## config.mk

```make
export PLATFORM = sky130hd
export DESIGN_NAME = l2_cache
export DESIGN_NICKNAME = d
export VERILOG_FILES = /design/src/hw/l2_cache_pkg.sv /design/src/hw/l2_cache_tag.sv /design/src/hw/l2_cache_read.sv /design/src/hw/l2_cache_write.sv /design/src/hw/l2_cache_smi.sv /design/src/hw/l2_cache.sv
export SDC_FILE = /design/constraint.sdc
export NUM_CORES = 2
export LEC_CHECK = 0
export ABC_AREA = 1
export BUFFER_PORTS_ARGS = -buffer_cell sky130_fd_sc_hd__buf_2
export CAP_MARGIN = 10
export CELL_PAD_IN_SITES_DETAIL_PLACEMENT = 2
export CELL_PAD_IN_SITES_GLOBAL_PLACEMENT = 2
export CORE_UTILIZATION = 30
export CTS_CLUSTER_DIAMETER = 120
export DETAILED_ROUTE_END_ITERATION = 10
export PLACE_DENSITY_LB_ADDON = 0.1
export REMOVE_ABC_BUFFERS = 1
export SLEW_MARGIN = 20
export SYNTH_ARGS = -nofsm -noshare
export SYNTH_HDL_FRONTEND = slang
export SYNTH_SLANG_ARGS = --single-unit
```

## constraint.sdc

```tcl
create_clock -name clk -period 57.9 [get_ports clk]
set_clock_uncertainty 0.15 [all_clocks]
set_input_delay 0 -clock clk [delete_from_list [all_inputs] [get_ports clk]]
set_output_delay 0 -clock clk [all_outputs]
set_load 0.01 [all_outputs]
```

## src/hw/l2_cache_pkg.sv

```systemverilog
// ~~~~~~~~~~~~~~~~~~~~~~~~~~~~~~~~~~~~~~~
// L2 cache shared definitions
// Request opcodes, memory interface states and cache geometry
// ~~~~~~~~~~~~~~~~~~~~~~~~~~~~~~~~~~~~~~~
package l2_cache_pkg;

	// Request opcodes from the cores
	typedef enum logic [1:0]
	{
		LOAD,
		STORE,
		LOAD_SYNC,
		STORE_SYNC
	} l2_op_t;

	// System memory interface FSM
	typedef enum logic [2:0]
	{
		IDLE,
		WB_REQ,
		WB_RELEASE,
		FILL_REQ,
		FILL_RELEASE
	} smi_state_t;

	// Line of 16 bytes, one mask bit per byte
	localparam int LINE_BYTES = 16;
	localparam int LINE_BITS = LINE_BYTES * 8;

	// Two ways, so the way field is a single bit
	localparam int NUM_WAYS = 2;
	localparam int WAY_WIDTH = 1;

	// Line address width, tag plus set index
	localparam int ADDR_WIDTH = 12;

endpackage

```

## src/hw/l2_cache_tag.sv

```systemverilog
`timescale 1ns/1ns
// ~~~~~~~~~~~~~~~~~~~~~~~~~~~~~~~~~~~~~~~
// L2 cache tag stage
// Registers the request, looks up tag, valid and dirty bits,
// picks the fill way and keeps one LRU bit per set
// ~~~~~~~~~~~~~~~~~~~~~~~~~~~~~~~~~~~~~~~
module l2_cache_tag import l2_cache_pkg::*; #(
	parameter int NUM_CORES = 4,
	parameter int NUM_STRANDS = 4,
	parameter int SET_INDEX_WIDTH = 3
) (
	input logic clk,
	input logic reset,
	input logic stall,
	input logic l2req_valid,
	input logic [$clog2(NUM_CORES)-1:0] l2req_core,
	input logic [$clog2(NUM_STRANDS)-1:0] l2req_strand,
	input l2_op_t l2req_op,
	input logic [ADDR_WIDTH-1:0] l2req_address,
	input logic [LINE_BITS-1:0] l2req_data,
	input logic [LINE_BYTES-1:0] l2req_mask,
	input logic wr_update_enable,
	input logic [WAY_WIDTH+SET_INDEX_WIDTH-1:0] wr_cache_write_index,
	input logic wr_set_dirty,
	output logic tg_valid,
	output logic [$clog2(NUM_CORES)-1:0] tg_core,
	output logic [$clog2(NUM_STRANDS)-1:0] tg_strand,
	output l2_op_t tg_op,
	output logic [ADDR_WIDTH-1:0] tg_address,
	output logic [LINE_BITS-1:0] tg_data,
	output logic [LINE_BYTES-1:0] tg_mask,
	output logic tg_hit,
	output logic [WAY_WIDTH-1:0] tg_hit_way,
	output logic [WAY_WIDTH-1:0] tg_fill_way,
	output logic tg_victim_dirty,
	output logic [ADDR_WIDTH-SET_INDEX_WIDTH-1:0] tg_victim_tag
);
	localparam int TAG_WIDTH = ADDR_WIDTH - SET_INDEX_WIDTH;
	localparam int NUM_SETS = 1 << SET_INDEX_WIDTH;

	logic [TAG_WIDTH-1:0] tag_mem [NUM_WAYS][NUM_SETS];
	logic [NUM_WAYS-1:0] valid_mem [NUM_SETS];
	logic [NUM_WAYS-1:0] dirty_mem [NUM_SETS];
	logic [NUM_SETS-1:0] lru;
	// Tag of the request now in the read stage, written on its update
	logic [TAG_WIDTH-1:0] pending_tag;
	logic [SET_INDEX_WIDTH-1:0] set_index;
	logic [TAG_WIDTH-1:0] req_tag;
	logic [WAY_WIDTH-1:0] wr_way;
	logic [SET_INDEX_WIDTH-1:0] wr_set;
	logic [NUM_WAYS-1:0] way_valid;
	logic [NUM_WAYS-1:0] way_dirty;
	logic [NUM_WAYS-1:0] hit_vec;
	logic [TAG_WIDTH-1:0] way_tag [NUM_WAYS];

	assign set_index = tg_address[SET_INDEX_WIDTH-1:0];
	assign req_tag = tg_address[ADDR_WIDTH-1:SET_INDEX_WIDTH];
	assign wr_way = wr_cache_write_index[SET_INDEX_WIDTH +: WAY_WIDTH];
	assign wr_set = wr_cache_write_index[SET_INDEX_WIDTH-1:0];

	// Lookup of the held request, bypassing this cycle's update
	// so a line filled right now already counts as present
	always_comb
	begin
		for (int w = 0; w < NUM_WAYS; w++)
		begin
			if (wr_update_enable && wr_way == WAY_WIDTH'(w) && wr_set == set_index)
			begin
				way_valid[w] = 1'b1;
				way_dirty[w] = wr_set_dirty;
				way_tag[w] = pending_tag;
			end
			else
			begin
				way_valid[w] = valid_mem[set_index][w];
				way_dirty[w] = dirty_mem[set_index][w];
				way_tag[w] = tag_mem[w][set_index];
			end
			hit_vec[w] = way_valid[w] && way_tag[w] == req_tag;
		end
	end

	assign tg_hit = |hit_vec;
	assign tg_hit_way = hit_vec[1];

	// Empty way first, otherwise the least recently used one
	always_comb
	begin
		if (!way_valid[0])
			tg_fill_way = 1'b0;
		else if (!way_valid[1])
			tg_fill_way = 1'b1;
		else
			tg_fill_way = lru[set_index];
	end

	assign tg_victim_dirty = way_valid[tg_fill_way] && way_dirty[tg_fill_way];
	assign tg_victim_tag = way_tag[tg_fill_way];

	always_ff @(posedge clk, posedge reset)
	begin
		if (reset)
			tg_valid <= 1'b0;
		else if (!stall)
			tg_valid <= l2req_valid;
	end

	always_ff @(posedge clk)
	begin
		if (!stall)
		begin
			tg_core <= l2req_core;
			tg_strand <= l2req_strand;
			tg_op <= l2req_op;
			tg_address <= l2req_address;
			tg_data <= l2req_data;
			tg_mask <= l2req_mask;
			pending_tag <= req_tag;
		end
		if (wr_update_enable)
			tag_mem[wr_way][wr_set] <= pending_tag;
	end

	always_ff @(posedge clk, posedge reset)
	begin
		if (reset)
		begin
			for (int s = 0; s < NUM_SETS; s++)
			begin
				valid_mem[s] <= '0;
				dirty_mem[s] <= '0;
			end
			lru <= '0;
		end
		else
		begin
			if (wr_update_enable)
			begin
				valid_mem[wr_set][wr_way] <= 1'b1;
				dirty_mem[wr_set][wr_way] <= wr_set_dirty;
			end
			// LRU now points at the way not used by this access
			if (tg_valid && !stall)
				lru[set_index] <= !(tg_hit ? tg_hit_way : tg_fill_way);
		end
	end

	// A line is never present in both ways of a set
	one_way_hit: assert property (@(posedge clk) disable iff (reset)
		tg_valid |-> !(hit_vec[0] && hit_vec[1]));

endmodule

```

## src/hw/l2_cache_read.sv

```systemverilog
`timescale 1ns/1ns
// ~~~~~~~~~~~~~~~~~~~~~~~~~~~~~~~~~~~~~~~
// L2 cache read stage
// Reads both ways of the line data array, keeps the
// per-strand sync links and holds the fill data on a miss
// ~~~~~~~~~~~~~~~~~~~~~~~~~~~~~~~~~~~~~~~
module l2_cache_read import l2_cache_pkg::*; #(
	parameter int NUM_CORES = 4,
	parameter int NUM_STRANDS = 4,
	parameter int SET_INDEX_WIDTH = 3
) (
	input logic clk,
	input logic reset,
	input logic stall,
	input logic tg_valid,
	input logic [$clog2(NUM_CORES)-1:0] tg_core,
	input logic [$clog2(NUM_STRANDS)-1:0] tg_strand,
	input l2_op_t tg_op,
	input logic [ADDR_WIDTH-1:0] tg_address,
	input logic [LINE_BITS-1:0] tg_data,
	input logic [LINE_BYTES-1:0] tg_mask,
	input logic tg_hit,
	input logic [WAY_WIDTH-1:0] tg_hit_way,
	input logic [WAY_WIDTH-1:0] tg_fill_way,
	input logic tg_victim_dirty,
	input logic [ADDR_WIDTH-SET_INDEX_WIDTH-1:0] tg_victim_tag,
	input logic smi_fill_valid,
	input logic [LINE_BITS-1:0] smi_fill_data,
	input logic wr_update_enable,
	input logic [WAY_WIDTH+SET_INDEX_WIDTH-1:0] wr_cache_write_index,
	input logic [LINE_BITS-1:0] wr_update_data,
	output logic rd_valid,
	output logic [$clog2(NUM_CORES)-1:0] rd_core,
	output logic [$clog2(NUM_STRANDS)-1:0] rd_strand,
	output l2_op_t rd_op,
	output logic [ADDR_WIDTH-1:0] rd_address,
	output logic [LINE_BITS-1:0] rd_data,
	output logic [LINE_BYTES-1:0] rd_mask,
	output logic rd_cache_hit,
	output logic [WAY_WIDTH-1:0] rd_hit_way,
	output logic [WAY_WIDTH-1:0] rd_fill_way,
	output logic rd_has_sm_data,
	output logic [LINE_BITS-1:0] rd_sm_data,
	output logic [LINE_BITS-1:0] rd_cache_mem_result,
	output logic rd_store_sync_success,
	output logic rd_miss,
	output logic rd_victim_dirty,
	output logic [ADDR_WIDTH-1:0] rd_victim_address,
	output logic [LINE_BITS-1:0] rd_victim_line
);
	localparam int NUM_SETS = 1 << SET_INDEX_WIDTH;
	localparam int LINK_ID_WIDTH = $clog2(NUM_CORES) + $clog2(NUM_STRANDS);
	localparam int NUM_LINKS = 1 << LINK_ID_WIDTH;

	logic [LINE_BITS-1:0] data_mem [NUM_WAYS][NUM_SETS];
	logic [LINE_BITS-1:0] way_line [NUM_WAYS];
	logic [NUM_LINKS-1:0] link_valid;
	logic [ADDR_WIDTH-1:0] link_address [NUM_LINKS];
	logic [LINK_ID_WIDTH-1:0] link_id;
	logic [SET_INDEX_WIDTH-1:0] set_index;
	logic [WAY_WIDTH-1:0] wr_way;
	logic [SET_INDEX_WIDTH-1:0] wr_set;
	logic line_written;

	assign set_index = tg_address[SET_INDEX_WIDTH-1:0];
	assign wr_way = wr_cache_write_index[SET_INDEX_WIDTH +: WAY_WIDTH];
	assign wr_set = wr_cache_write_index[SET_INDEX_WIDTH-1:0];

	// Data array, both ways read into registers
	// Same-cycle write to the same set and way is forwarded
	always_ff @(posedge clk)
	begin
		if (wr_update_enable)
			data_mem[wr_way][wr_set] <= wr_update_data;
		if (!stall)
		begin
			for (int w = 0; w < NUM_WAYS; w++)
			begin
				if (wr_update_enable && wr_way == WAY_WIDTH'(w) && wr_set == set_index)
					way_line[w] <= wr_update_data;
				else
					way_line[w] <= data_mem[w][set_index];
			end
		end
	end

	assign rd_cache_mem_result = way_line[rd_hit_way];
	assign rd_victim_line = way_line[rd_fill_way];

	always_ff @(posedge clk, posedge reset)
	begin
		if (reset)
		begin
			rd_valid <= 1'b0;
			rd_has_sm_data <= 1'b0;
		end
		else if (!stall)
		begin
			rd_valid <= tg_valid;
			rd_has_sm_data <= 1'b0;
		end
		else if (smi_fill_valid)
			rd_has_sm_data <= 1'b1;
	end

	always_ff @(posedge clk)
	begin
		if (!stall)
		begin
			rd_core <= tg_core;
			rd_strand <= tg_strand;
			rd_op <= tg_op;
			rd_address <= tg_address;
			rd_data <= tg_data;
			rd_mask <= tg_mask;
			rd_cache_hit <= tg_hit;
			rd_hit_way <= tg_hit_way;
			rd_fill_way <= tg_fill_way;
			rd_victim_dirty <= tg_victim_dirty;
			rd_victim_address <= {tg_victim_tag, set_index};
		end
		// Fill line from memory, held until the request moves on
		if (stall && smi_fill_valid)
			rd_sm_data <= smi_fill_data;
	end

	assign rd_miss = rd_valid && !rd_cache_hit && !rd_has_sm_data;

	// Sync links, one per core and strand
	assign link_id = {rd_core, rd_strand};
	assign rd_store_sync_success = link_valid[link_id] && link_address[link_id] == rd_address;
	assign line_written = rd_op == STORE || (rd_op == STORE_SYNC && rd_store_sync_success);

	always_ff @(posedge clk, posedge reset)
	begin
		if (reset)
			link_valid <= '0;
		else if (rd_valid && !stall)
		begin
			// Any write to the line breaks every link on it
			if (line_written)
			begin
				for (int l = 0; l < NUM_LINKS; l++)
					if (link_address[l] == rd_address)
						link_valid[l] <= 1'b0;
			end
			if (rd_op == LOAD_SYNC)
				link_valid[link_id] <= 1'b1;
		end
	end

	always_ff @(posedge clk)
	begin
		if (rd_valid && !stall && rd_op == LOAD_SYNC)
			link_address[link_id] <= rd_address;
	end

	// Once the fill is in, the memory side has let go of the pipeline
	fill_leaves: assert property (@(posedge clk) disable iff (reset)
		rd_has_sm_data |-> !stall);

endmodule

```

## src/hw/l2_cache_write.sv

```systemverilog
`timescale 1ns/1ns
// ~~~~~~~~~~~~~~~~~~~~~~~~~~~~~~~~~~~~~~~
// L2 cache write stage
// Merges store bytes into the line, drives the array update
// and registers the response
// ~~~~~~~~~~~~~~~~~~~~~~~~~~~~~~~~~~~~~~~
module l2_cache_write import l2_cache_pkg::*; #(
	parameter int NUM_CORES = 4,
	parameter int NUM_STRANDS = 4,
	parameter int SET_INDEX_WIDTH = 3
) (
	input logic clk,
	input logic reset,
	input logic stall,
	input logic rd_valid,
	input logic [$clog2(NUM_CORES)-1:0] rd_core,
	input logic [$clog2(NUM_STRANDS)-1:0] rd_strand,
	input l2_op_t rd_op,
	input logic [ADDR_WIDTH-1:0] rd_address,
	input logic [LINE_BITS-1:0] rd_data,
	input logic [LINE_BYTES-1:0] rd_mask,
	input logic rd_cache_hit,
	input logic [WAY_WIDTH-1:0] rd_hit_way,
	input logic [WAY_WIDTH-1:0] rd_fill_way,
	input logic rd_has_sm_data,
	input logic [LINE_BITS-1:0] rd_sm_data,
	input logic [LINE_BITS-1:0] rd_cache_mem_result,
	input logic rd_store_sync_success,
	output logic wr_update_enable,
	output logic [WAY_WIDTH+SET_INDEX_WIDTH-1:0] wr_cache_write_index,
	output logic [LINE_BITS-1:0] wr_update_data,
	output logic wr_set_dirty,
	output logic resp_valid,
	output logic [$clog2(NUM_CORES)-1:0] resp_core,
	output logic [$clog2(NUM_STRANDS)-1:0] resp_strand,
	output l2_op_t resp_op,
	output logic [LINE_BITS-1:0] resp_data,
	output logic resp_sync_success
);
	logic [LINE_BITS-1:0] old_line;
	logic [LINE_BITS-1:0] merged_line;
	logic is_store;
	logic store_commits;

	// Fill data wins over the array copy
	assign old_line = rd_has_sm_data ? rd_sm_data : rd_cache_mem_result;

	// Byte-masked merge
	always_comb
	begin
		for (int b = 0; b < LINE_BYTES; b++)
			merged_line[b*8 +: 8] = rd_mask[b] ? rd_data[b*8 +: 8] : old_line[b*8 +: 8];
	end

	assign is_store = rd_op == STORE || rd_op == STORE_SYNC;
	assign store_commits = rd_op == STORE || (rd_op == STORE_SYNC && rd_store_sync_success);

	always_comb
	begin
		wr_update_enable = 1'b0;
		wr_update_data = rd_sm_data;
		wr_set_dirty = 1'b0;
		if (rd_valid && !stall)
		begin
			if (store_commits && (rd_cache_hit || rd_has_sm_data))
			begin
				// Store hit or store after fill, line becomes dirty
				wr_update_enable = 1'b1;
				wr_update_data = merged_line;
				wr_set_dirty = 1'b1;
			end
			else if (rd_has_sm_data)
			begin
				// Load fill, or failed store-sync after fill
				// The tag is already claimed, so the clean line still goes in
				wr_update_enable = 1'b1;
			end
		end
	end

	// Hit way on a hit, fill way otherwise
	assign wr_cache_write_index = {rd_cache_hit ? rd_hit_way : rd_fill_way,
		rd_address[SET_INDEX_WIDTH-1:0]};

	always_ff @(posedge clk, posedge reset)
	begin
		if (reset)
			resp_valid <= 1'b0;
		else
			resp_valid <= rd_valid && !stall;
	end

	always_ff @(posedge clk)
	begin
		if (!stall)
		begin
			resp_core <= rd_core;
			resp_strand <= rd_strand;
			resp_op <= rd_op;
			// Merged line for any store, even a failing store-sync
			resp_data <= is_store ? merged_line : old_line;
			resp_sync_success <= rd_op == STORE_SYNC && rd_store_sync_success;
		end
	end

endmodule

```

## src/hw/l2_cache_smi.sv

```systemverilog
`timescale 1ns/1ns
// ~~~~~~~~~~~~~~~~~~~~~~~~~~~~~~~~~~~~~~~
// L2 cache system memory interface
// Writes back a dirty victim, then fetches the missed line
// over a four-phase req/ack handshake
// ~~~~~~~~~~~~~~~~~~~~~~~~~~~~~~~~~~~~~~~
module l2_cache_smi import l2_cache_pkg::*; (
	input logic clk,
	input logic reset,
	input logic rd_miss,
	input logic [ADDR_WIDTH-1:0] rd_address,
	input logic rd_victim_dirty,
	input logic [ADDR_WIDTH-1:0] rd_victim_address,
	input logic [LINE_BITS-1:0] rd_victim_line,
	output logic stall,
	output logic smi_fill_valid,
	output logic [LINE_BITS-1:0] smi_fill_data,
	output logic mem_req,
	output logic mem_write,
	output logic [ADDR_WIDTH-1:0] mem_address,
	output logic [LINE_BITS-1:0] mem_write_data,
	input logic mem_ack,
	input logic [LINE_BITS-1:0] mem_read_data
);
	smi_state_t state;

	always_ff @(posedge clk, posedge reset)
	begin
		if (reset)
		begin
			state <= IDLE;
			smi_fill_valid <= 1'b0;
		end
		else
		begin
			smi_fill_valid <= 1'b0;
			case (state)
				IDLE:
				begin
					// Fill pulse cycle still shows the old miss, skip it
					if (rd_miss && !smi_fill_valid && !mem_ack)
						state <= rd_victim_dirty ? WB_REQ : FILL_REQ;
				end
				WB_REQ:
					if (mem_ack)
						state <= WB_RELEASE;
				WB_RELEASE:
					if (!mem_ack)
						state <= FILL_REQ;
				FILL_REQ:
					if (mem_ack)
						state <= FILL_RELEASE;
				FILL_RELEASE:
				begin
					if (!mem_ack)
					begin
						state <= IDLE;
						smi_fill_valid <= 1'b1;
					end
				end
				default:
					state <= IDLE;
			endcase
		end
	end

	// Read data is only valid while ack is high
	always_ff @(posedge clk)
	begin
		if (state == FILL_REQ && mem_ack)
			smi_fill_data <= mem_read_data;
	end

	// Request fields come straight from the held read stage
	assign mem_req = state == WB_REQ || state == FILL_REQ;
	assign mem_write = state == WB_REQ;
	assign mem_address = mem_write ? rd_victim_address : rd_address;
	assign mem_write_data = rd_victim_line;

	// Held from the first miss cycle until the fill has been latched
	assign stall = rd_miss || state != IDLE;

	// A new request waits for the previous ack to drop
	req_after_ack: assert property (@(posedge clk) disable iff (reset)
		(!mem_req && mem_ack) |=> !mem_req);

endmodule

```

## src/hw/l2_cache.sv

```systemverilog
`timescale 1ns/1ns
// ~~~~~~~~~~~~~~~~~~~~~~~~~~~~~~~~~~~~~~~
// L2 cache top level
// Tag, read and write stages plus the memory interface
// ~~~~~~~~~~~~~~~~~~~~~~~~~~~~~~~~~~~~~~~
module l2_cache import l2_cache_pkg::*; #(
	parameter int NUM_CORES = 4,
	parameter int NUM_STRANDS = 4,
	parameter int SET_INDEX_WIDTH = 3
) (
	input logic clk,
	input logic reset,
	input logic l2req_valid,
	input logic [$clog2(NUM_CORES)-1:0] l2req_core,
	input logic [$clog2(NUM_STRANDS)-1:0] l2req_strand,
	input l2_op_t l2req_op,
	input logic [ADDR_WIDTH-1:0] l2req_address,
	input logic [LINE_BITS-1:0] l2req_data,
	input logic [LINE_BYTES-1:0] l2req_mask,
	output logic stall,
	output logic resp_valid,
	output logic [$clog2(NUM_CORES)-1:0] resp_core,
	output logic [$clog2(NUM_STRANDS)-1:0] resp_strand,
	output l2_op_t resp_op,
	output logic [LINE_BITS-1:0] resp_data,
	output logic resp_sync_success,
	output logic mem_req,
	output logic mem_write,
	output logic [ADDR_WIDTH-1:0] mem_address,
	output logic [LINE_BITS-1:0] mem_write_data,
	input logic mem_ack,
	input logic [LINE_BITS-1:0] mem_read_data
);
	// Tag stage to read stage
	logic tg_valid;
	logic [$clog2(NUM_CORES)-1:0] tg_core;
	logic [$clog2(NUM_STRANDS)-1:0] tg_strand;
	l2_op_t tg_op;
	logic [ADDR_WIDTH-1:0] tg_address;
	logic [LINE_BITS-1:0] tg_data;
	logic [LINE_BYTES-1:0] tg_mask;
	logic tg_hit;
	logic [WAY_WIDTH-1:0] tg_hit_way;
	logic [WAY_WIDTH-1:0] tg_fill_way;
	logic tg_victim_dirty;
	logic [ADDR_WIDTH-SET_INDEX_WIDTH-1:0] tg_victim_tag;

	// Read stage to write stage and memory interface
	logic rd_valid;
	logic [$clog2(NUM_CORES)-1:0] rd_core;
	logic [$clog2(NUM_STRANDS)-1:0] rd_strand;
	l2_op_t rd_op;
	logic [ADDR_WIDTH-1:0] rd_address;
	logic [LINE_BITS-1:0] rd_data;
	logic [LINE_BYTES-1:0] rd_mask;
	logic rd_cache_hit;
	logic [WAY_WIDTH-1:0] rd_hit_way;
	logic [WAY_WIDTH-1:0] rd_fill_way;
	logic rd_has_sm_data;
	logic [LINE_BITS-1:0] rd_sm_data;
	logic [LINE_BITS-1:0] rd_cache_mem_result;
	logic rd_store_sync_success;
	logic rd_miss;
	logic rd_victim_dirty;
	logic [ADDR_WIDTH-1:0] rd_victim_address;
	logic [LINE_BITS-1:0] rd_victim_line;

	// Write stage update, back to tag and read stages
	logic wr_update_enable;
	logic [WAY_WIDTH+SET_INDEX_WIDTH-1:0] wr_cache_write_index;
	logic [LINE_BITS-1:0] wr_update_data;
	logic wr_set_dirty;

	// Fill from memory
	logic smi_fill_valid;
	logic [LINE_BITS-1:0] smi_fill_data;

	l2_cache_tag #(
		.NUM_CORES(NUM_CORES),
		.NUM_STRANDS(NUM_STRANDS),
		.SET_INDEX_WIDTH(SET_INDEX_WIDTH)
	) tag_i (.*);

	l2_cache_read #(
		.NUM_CORES(NUM_CORES),
		.NUM_STRANDS(NUM_STRANDS),
		.SET_INDEX_WIDTH(SET_INDEX_WIDTH)
	) read_i (.*);

	l2_cache_write #(
		.NUM_CORES(NUM_CORES),
		.NUM_STRANDS(NUM_STRANDS),
		.SET_INDEX_WIDTH(SET_INDEX_WIDTH)
	) write_i (.*);

	l2_cache_smi smi_i (.*);

endmodule

```

# --- Word-level counts from Yosys, hierarchy flattened ---
# Memories as Yosys holds them, arrays and structs flattened. A register that Yosys moved wholly into a read port is not among the register bits.
# Index checks and enable logic that the tools add are counted.
totals:
  wordCells: 274
  in_bits: 294
  mem_count: 4
  out_inout_bits: 279
  reg_bits: 804
  ramBits: 2640
op_classes:
  eq_ne: 33
  magnitude_cmp: 11
  n_reduce_logical: 38
  n_mux: 131
  n_bitwise: 8
mem_list:
  columns: ["name", "depth", "word_bits", "rd", "rd_clocked_by_memory_dff", "wr", "line", "text"]
  rows:
  - ["read_i.data_mem", 2, 1024, 2, 0, 1, "l2_cache_read.sv:55", "logic [LINE_BITS-1:0] data_mem [NUM_WAYS][NUM_SETS];"]
  - ["read_i.way_line", 2, 128, 2, 2, 2, "l2_cache_read.sv:56", "logic [LINE_BITS-1:0] way_line [NUM_WAYS];"]
  - ["read_i.link_address", 16, 12, 17, 1, 1, "l2_cache_read.sv:58", "logic [ADDR_WIDTH-1:0] link_address [NUM_LINKS];"]
  - ["tag_i.tag_mem", 2, 72, 2, 0, 1, "l2_cache_tag.sv:41", "logic [TAG_WIDTH-1:0] tag_mem [NUM_WAYS][NUM_SETS];"]
op_table:
  columns: ["operator", "count"]
  rows:
  - ["$mux W128", 11]
  - ["$mux W1024", 1]
  - ["$bmux W128 S3", 2]
  - ["$demux W128 S3", 1]
  - ["$eq A12 B12 Y1", 17]
  - ["$mux W8", 16]
  - ["$mux W9", 10]
  - ["$mux W72", 1]
  - ["$mux W1", 59]
  - ["$bmux W9 S3", 2]
  - ["$mux W16", 3]
  - ["$or A16 B16 Y16", 2]
  - ["$demux W9 S3", 1]
  - ["$logic_and A1 B1 Y1", 23]
  - ["$eq A9 B9 Y1", 2]
  - ["$bwmux W16", 1]
  - ["$mux W3", 5]
  - ["$pmux W3 S5", 1]
  - ["$bmux W2 S3", 2]
  - ["$mux W12", 1]
  - ["$mux W2", 6]
  - ["$bwmux W8", 1]
  - ["$ge A4 B4 Y1 const B", 2]
  - ["$ne A2 B2 Y1 const B", 4]
  - ["other kinds (32)", 47]

# --- Longest topological paths before layout ---
logic_depth:
  ltp_word: 17
  mapped_depth: 31
  ltp_nobuf: 27

# --- Hierarchy ---
# From an unflattened synthesis, not the netlist that was laid out.
unflattened:
  cells_unflattened: 11732
  area_unflattened_um2: 142450.4
modules_own_cells:
  columns: ["mod", "n_inst", "area_each_um2", "seq_area_each_um2", "cells_each"]
  rows:
  - ["l2_cache_read", 1, 111557.0, 84621.2, 8274]
  - ["l2_cache_tag", 1, 14104.8, 10485.1, 1175]
  - ["l2_cache_write", 1, 11541.1, 4078.9, 1952]
  - ["l2_cache_smi", 1, 5247.5, 3943.8, 331]

# --- Worst setup path after synthesis ---
# No wires, ideal clock.
synth_path:
  path_kind: "flip-flop to flip-flop"
  startpoint: "reg smi_i.state[1]"
  endpoint: "reg read_i.rd_sm_data[0] (enable)"
  setup_slack_ns: 35.131
  t_required_ns: 55.605
  synth_period_minus_slack_ns: 22.769
  setup_time_ns: 2.145
  t_arrival_ns: 20.474
  path_stages_with_launch: 9
  path_cell_list: "dfrtp_1 -> nor2_1 -> nand2_1 -> inv_1 -> o31ai_1 -> clkbuf_1 -> inv_1 -> clkbuf_1 -> nor2_1"
synth_between:
  elab_chain_len: 3
synth_lines:
  columns: ["element", "line", "text"]
  rows:
  - ["start, declared", "l2_cache_smi.sv:25", "smi_state_t state;"]
  - ["start signal, assigned", "l2_cache_smi.sv:42", "state <= rd_victim_dirty ? WB_REQ : FILL_REQ;"]
  - ["$reduce_bool A3 Y1", "l2_cache_smi.sv:81", "assign stall = rd_miss || state != IDLE;"]
  - ["$logic_or A1 B1 Y1", "l2_cache_smi.sv:81", null]
  - ["via stall", "l2_cache.sv:20", "output logic stall,"]
  - ["$logic_and A1 B1 Y1", "l2_cache_read.sv:123", "if (stall && smi_fill_valid)"]
  - ["end signal, assigned", "l2_cache_read.sv:124", "rd_sm_data <= smi_fill_data;"]
  - ["end, declared", "l2_cache_read.sv:43", "output logic [LINE_BITS-1:0] rd_sm_data,"]
# The timed path passes the listed nets, and every way through them passes these cells.
# A chain may end at the register's enable or synchronous reset.

==> impl_metrics.ini <==
[clock_tree]
cts_repair_resize_count = 0
clkSinkCount = 3438
clk_latency_ns = 1.00
htreeDepth = 5
clk_path_buf_depth = 4
cts_buffers = 398
root_buffer = clkbuf_16
cts_tree = built
path_clk_slew_ns = 0.07
post_cts_buffers = 0

[layout]
nFillCells = 44600
fin_nets = 11000
regArea_sq_um = 103000
final_common_cell = edfxtp_1
drive_gt1_share_pct = 12.5
multi_input_area_sq_um = 26400
syn2layout_area_growth_pct = 21.6
final_cell_mix = edfxtp_1, nand2_1, o21ai_0
stdcell_count = 16900
final_util_pct = 36.6

[worst_setup_path]
ff2ff_path_depth = 21
worstPathMaxFanout = 57
reg2reg_to = read_i.data_mem[1][397]
reg2reg_slack_ns = 50.53
setup.worst_path.class = flip-flop to flip-flop
crit_path_start_kind = flip-flop
critPathCaptureType = flip-flop
critPathRequiredTime_ns = 58.34
arrival_ns = 7.81

[placed_design]
place_ws_ns = 50.10
dp_cells = 15600
routabilityCongestion = 0.807
io_buffers = 572
hpwl_microns = 290000

[yosys]
synth_top_family_by_area = compound AO/OA/AOI/OAI gates
syn_area_sq_um = 133000
synthMuxAreaShare_pct = 0
synth_warnings = 0
ys_seq_area_share_pct = 77.4
yosys.area_share.simple_pct = 8.84
synthXorXnorAreaFrac_pct = 0.930
synth-compound-area-share_pct = 9.89
synthCells = 9457
ys_ff_latch = 3438
synth_cell_types = 44
syn_avg_cell_area_sq_um = 14.0
synth_fa_ha_area_share_pct = 0

[global_routing]
grt_pass1_wl_microns = 710000
antenna_found_initial = 28
grt_usage_pct = 22.0
grt-ovfl-total = 0
grt_max_degree = 150
grt_pass1_vias = 95000

[sta]
worst_slack_ns = 50.53
fmax_ghz = 0.136
finalMaxSlewViolations = 0
rsz0062_at_grt = false
finalSetupViolCount = 0
relSlewSlack_pct = 16.5
hold_viol = 0
finalCriticalPeriod_ns = 7.37
fin_tns_setup_ns = 0
fin_crit_sh_pct = 12.7
worstMarginPinSlew_ns = 1.24

[run]
maxCapViolCount = 0

[floorplanning]
initial_core_util_pct = 30.1
die_y_microns = 667
dieArea_sq_um = 446000
pin_count = 573
core-area_sq_um = 441000
rows = 244
fp.dieW_microns = 667

[route]
drt_wl_total_microns = 501000
drc = 0
dr.pass1.iters = 6
post_drt_wl_per_cell_microns = 29.6
viasPerCell = 5.12
num_vias = 86600
drtAntennaViolNets = 0
drt_iter0_drc = 6255

[worst_hold_path]
holdPathStages = 3
hp-class = input port to flip-flop
hold-path-endpoint = tag_i.tg_data[0]
min_from = l2req_data[0]

[power]
power.leakage_nw = 55.3
ir_drop_mv = 0.0340
power_density_nw_per_um2 = 51.2

[run_status]
status = finished, final reports clean
-- worst max-delay path by stage --
| stage | cells after the start | from | end |
|---|---|---|---|
| global route | 20 | flip-flop | read_i.way_line[1][82] |
| finish | 21 | flip-flop | read_i.data_mem[1][397] |
| detailed placement | 19 | flip-flop | read_i.way_line[1][118] |
| global placement | 19 | flip-flop | read_i.way_line[1][108] |
| CTS | 19 | flip-flop | read_i.way_line[1][14] |
| floorplan | 16 | tag_i.tg_address[0] | tag_i.lru[5] |
-- critical path, cell delays in order (launching register included) --
cell,delay [ns]
dfxtp_2,0.91
inv_2,0.67
nor2_1,0.24
o21ai_0,0.10
nand3_1,0.14
nand3_1,0.16
nand3_1,0.12
nand2_1,0.06
nor2_1,0.15
nand2_1,0.08
nor2_1,0.09
nand2_1,0.08
nand2_1,0.16
nand2_8,0.30
nand2_2,0.55
inv_2,0.07
nor2_1,0.10
inv_1,0.30
nor2_4,0.17
buf_4,0.62
buf_4,0.82
buf_4,0.74
-- layer usage --
| metal | global-route usage, % | up-vias | wire length [microns] |
|---|---|---|---|
| met1 | 28.8 | 46500 | 219000 |
| li1 | - | 38000 | - |
| met5 | 0 | - | 0 |
| met2 | 39.1 | 1609 | 253000 |
| met3 | 2.31 | 526 | 17500 |
| met4 | 4.98 | 0 | 11500 |
-- stage by stage --
step | hold WS [ns] | cell area [sq um] | power, W
6_report | 0.0966 | 162000 | 0.00827
5_1_grt | 0.0628 | 162000 | 0.00868
4_1_cts | 0.000760 | 162000 | 0.00841
3_5_place_dp | -0.00647 | 143000 | 0.00586
3_3_place_gp | -0.00899 | 143000 | 0.00582
2_1_floorplan | -0.0836 | 131000 | 0.00486
-- timing repair --
| item | CTS | global route |
|---|---|---|
| setup endpoints to repair | 0 | 0 |
| hold buffers | 586 | 0 |
| endpoints found under the hold margin | 407 | 0 |
-- cells in the mapped netlist, drive strengths merged --
library cell | n | area share (%)
a221o | 15 | 0.11
o21bai | 2 | 0.011
a22o | 157 | 1.0
clkbuf | 398 | 1.1
xnor2 | 98 | 0.65
a31oi | 264 | 1.2
o221a | 1 | 0.0085
o21a | 5 | 0.028
clkinv | 4 | 0.011
dfrtp | 64 | 1.2
a21oi | 159 | 0.60
a211oi | 35 | 0.20
nand2 | 1949 | 5.5
nor4 | 47 | 0.22
o41ai | 2 | 0.013
or4 | 4 | 0.023
o2111ai | 3 | 0.020
edfxtp | 3368 | 76
inv | 435 | 1.2
nor3 | 22 | 0.083
nor2 | 321 | 0.91
a221oi | 230 | 1.5
o211ai | 11 | 0.062
o21ai | 838 | 3.2
o22ai | 10 | 0.047
xor2 | 43 | 0.28
o31ai | 7 | 0.040
buf | 144 | 0.55
nand4 | 218 | 1.0
nand3 | 268 | 1.0
a22oi | 318 | 1.8
dfxtp | 6 | 0.090
or2 | 10 | 0.047
a2111oi | 1 | 0.0066
-- sequential cells by signal (all words and copies together) (netlist names), 8 cells and up, named ones only --
name                      cells
tag_i.tg_mask                16
tag_i.tag_mem               144
read_i.data_mem            2048
read_i.rd_sm_data           128
read_i.link_address         192
read_i.way_line             256
read_i.link_valid            16
tag_i.lru                     8
write_i.resp_data           128
smi_i.smi_fill_data         128
tag_i.tg_address             12
tag_i.valid_mem              16
tag_i.pending_tag             8
read_i.rd_victim_address     12
read_i.rd_data              128
tag_i.tg_data               128
read_i.rd_mask               16
tag_i.dirty_mem              16
-- layout make-up --
type / count / area share, %
multi-input cells: 5038 / 16.3
well taps: 5904 / 4.57
clock inverters: 227 / 1.40
clock buffers: 489 / 6.44
inverters: 439 / 1.04
flip-flops and latches: 3438 / 63.7
diodes: 15 / 0.0232
repair buffers: 1361 / 6.54
-- power breakdown --
part           leakage [nW]  switching [W]  internal, W  total (W)
Combinational          17.6        0.00175     0.000596    0.00234
Clock                  6.15        0.00106      0.00143    0.00249
Sequential             31.5       0.000177      0.00326    0.00344
-- kinds of logic after synthesis --
logic type	after synthesis
compound gates	2058
xor+xnor	141
buf+inv	981
flops	3438
simple gates	2839
No activity file was read; power rests on OpenSTA's default activity.
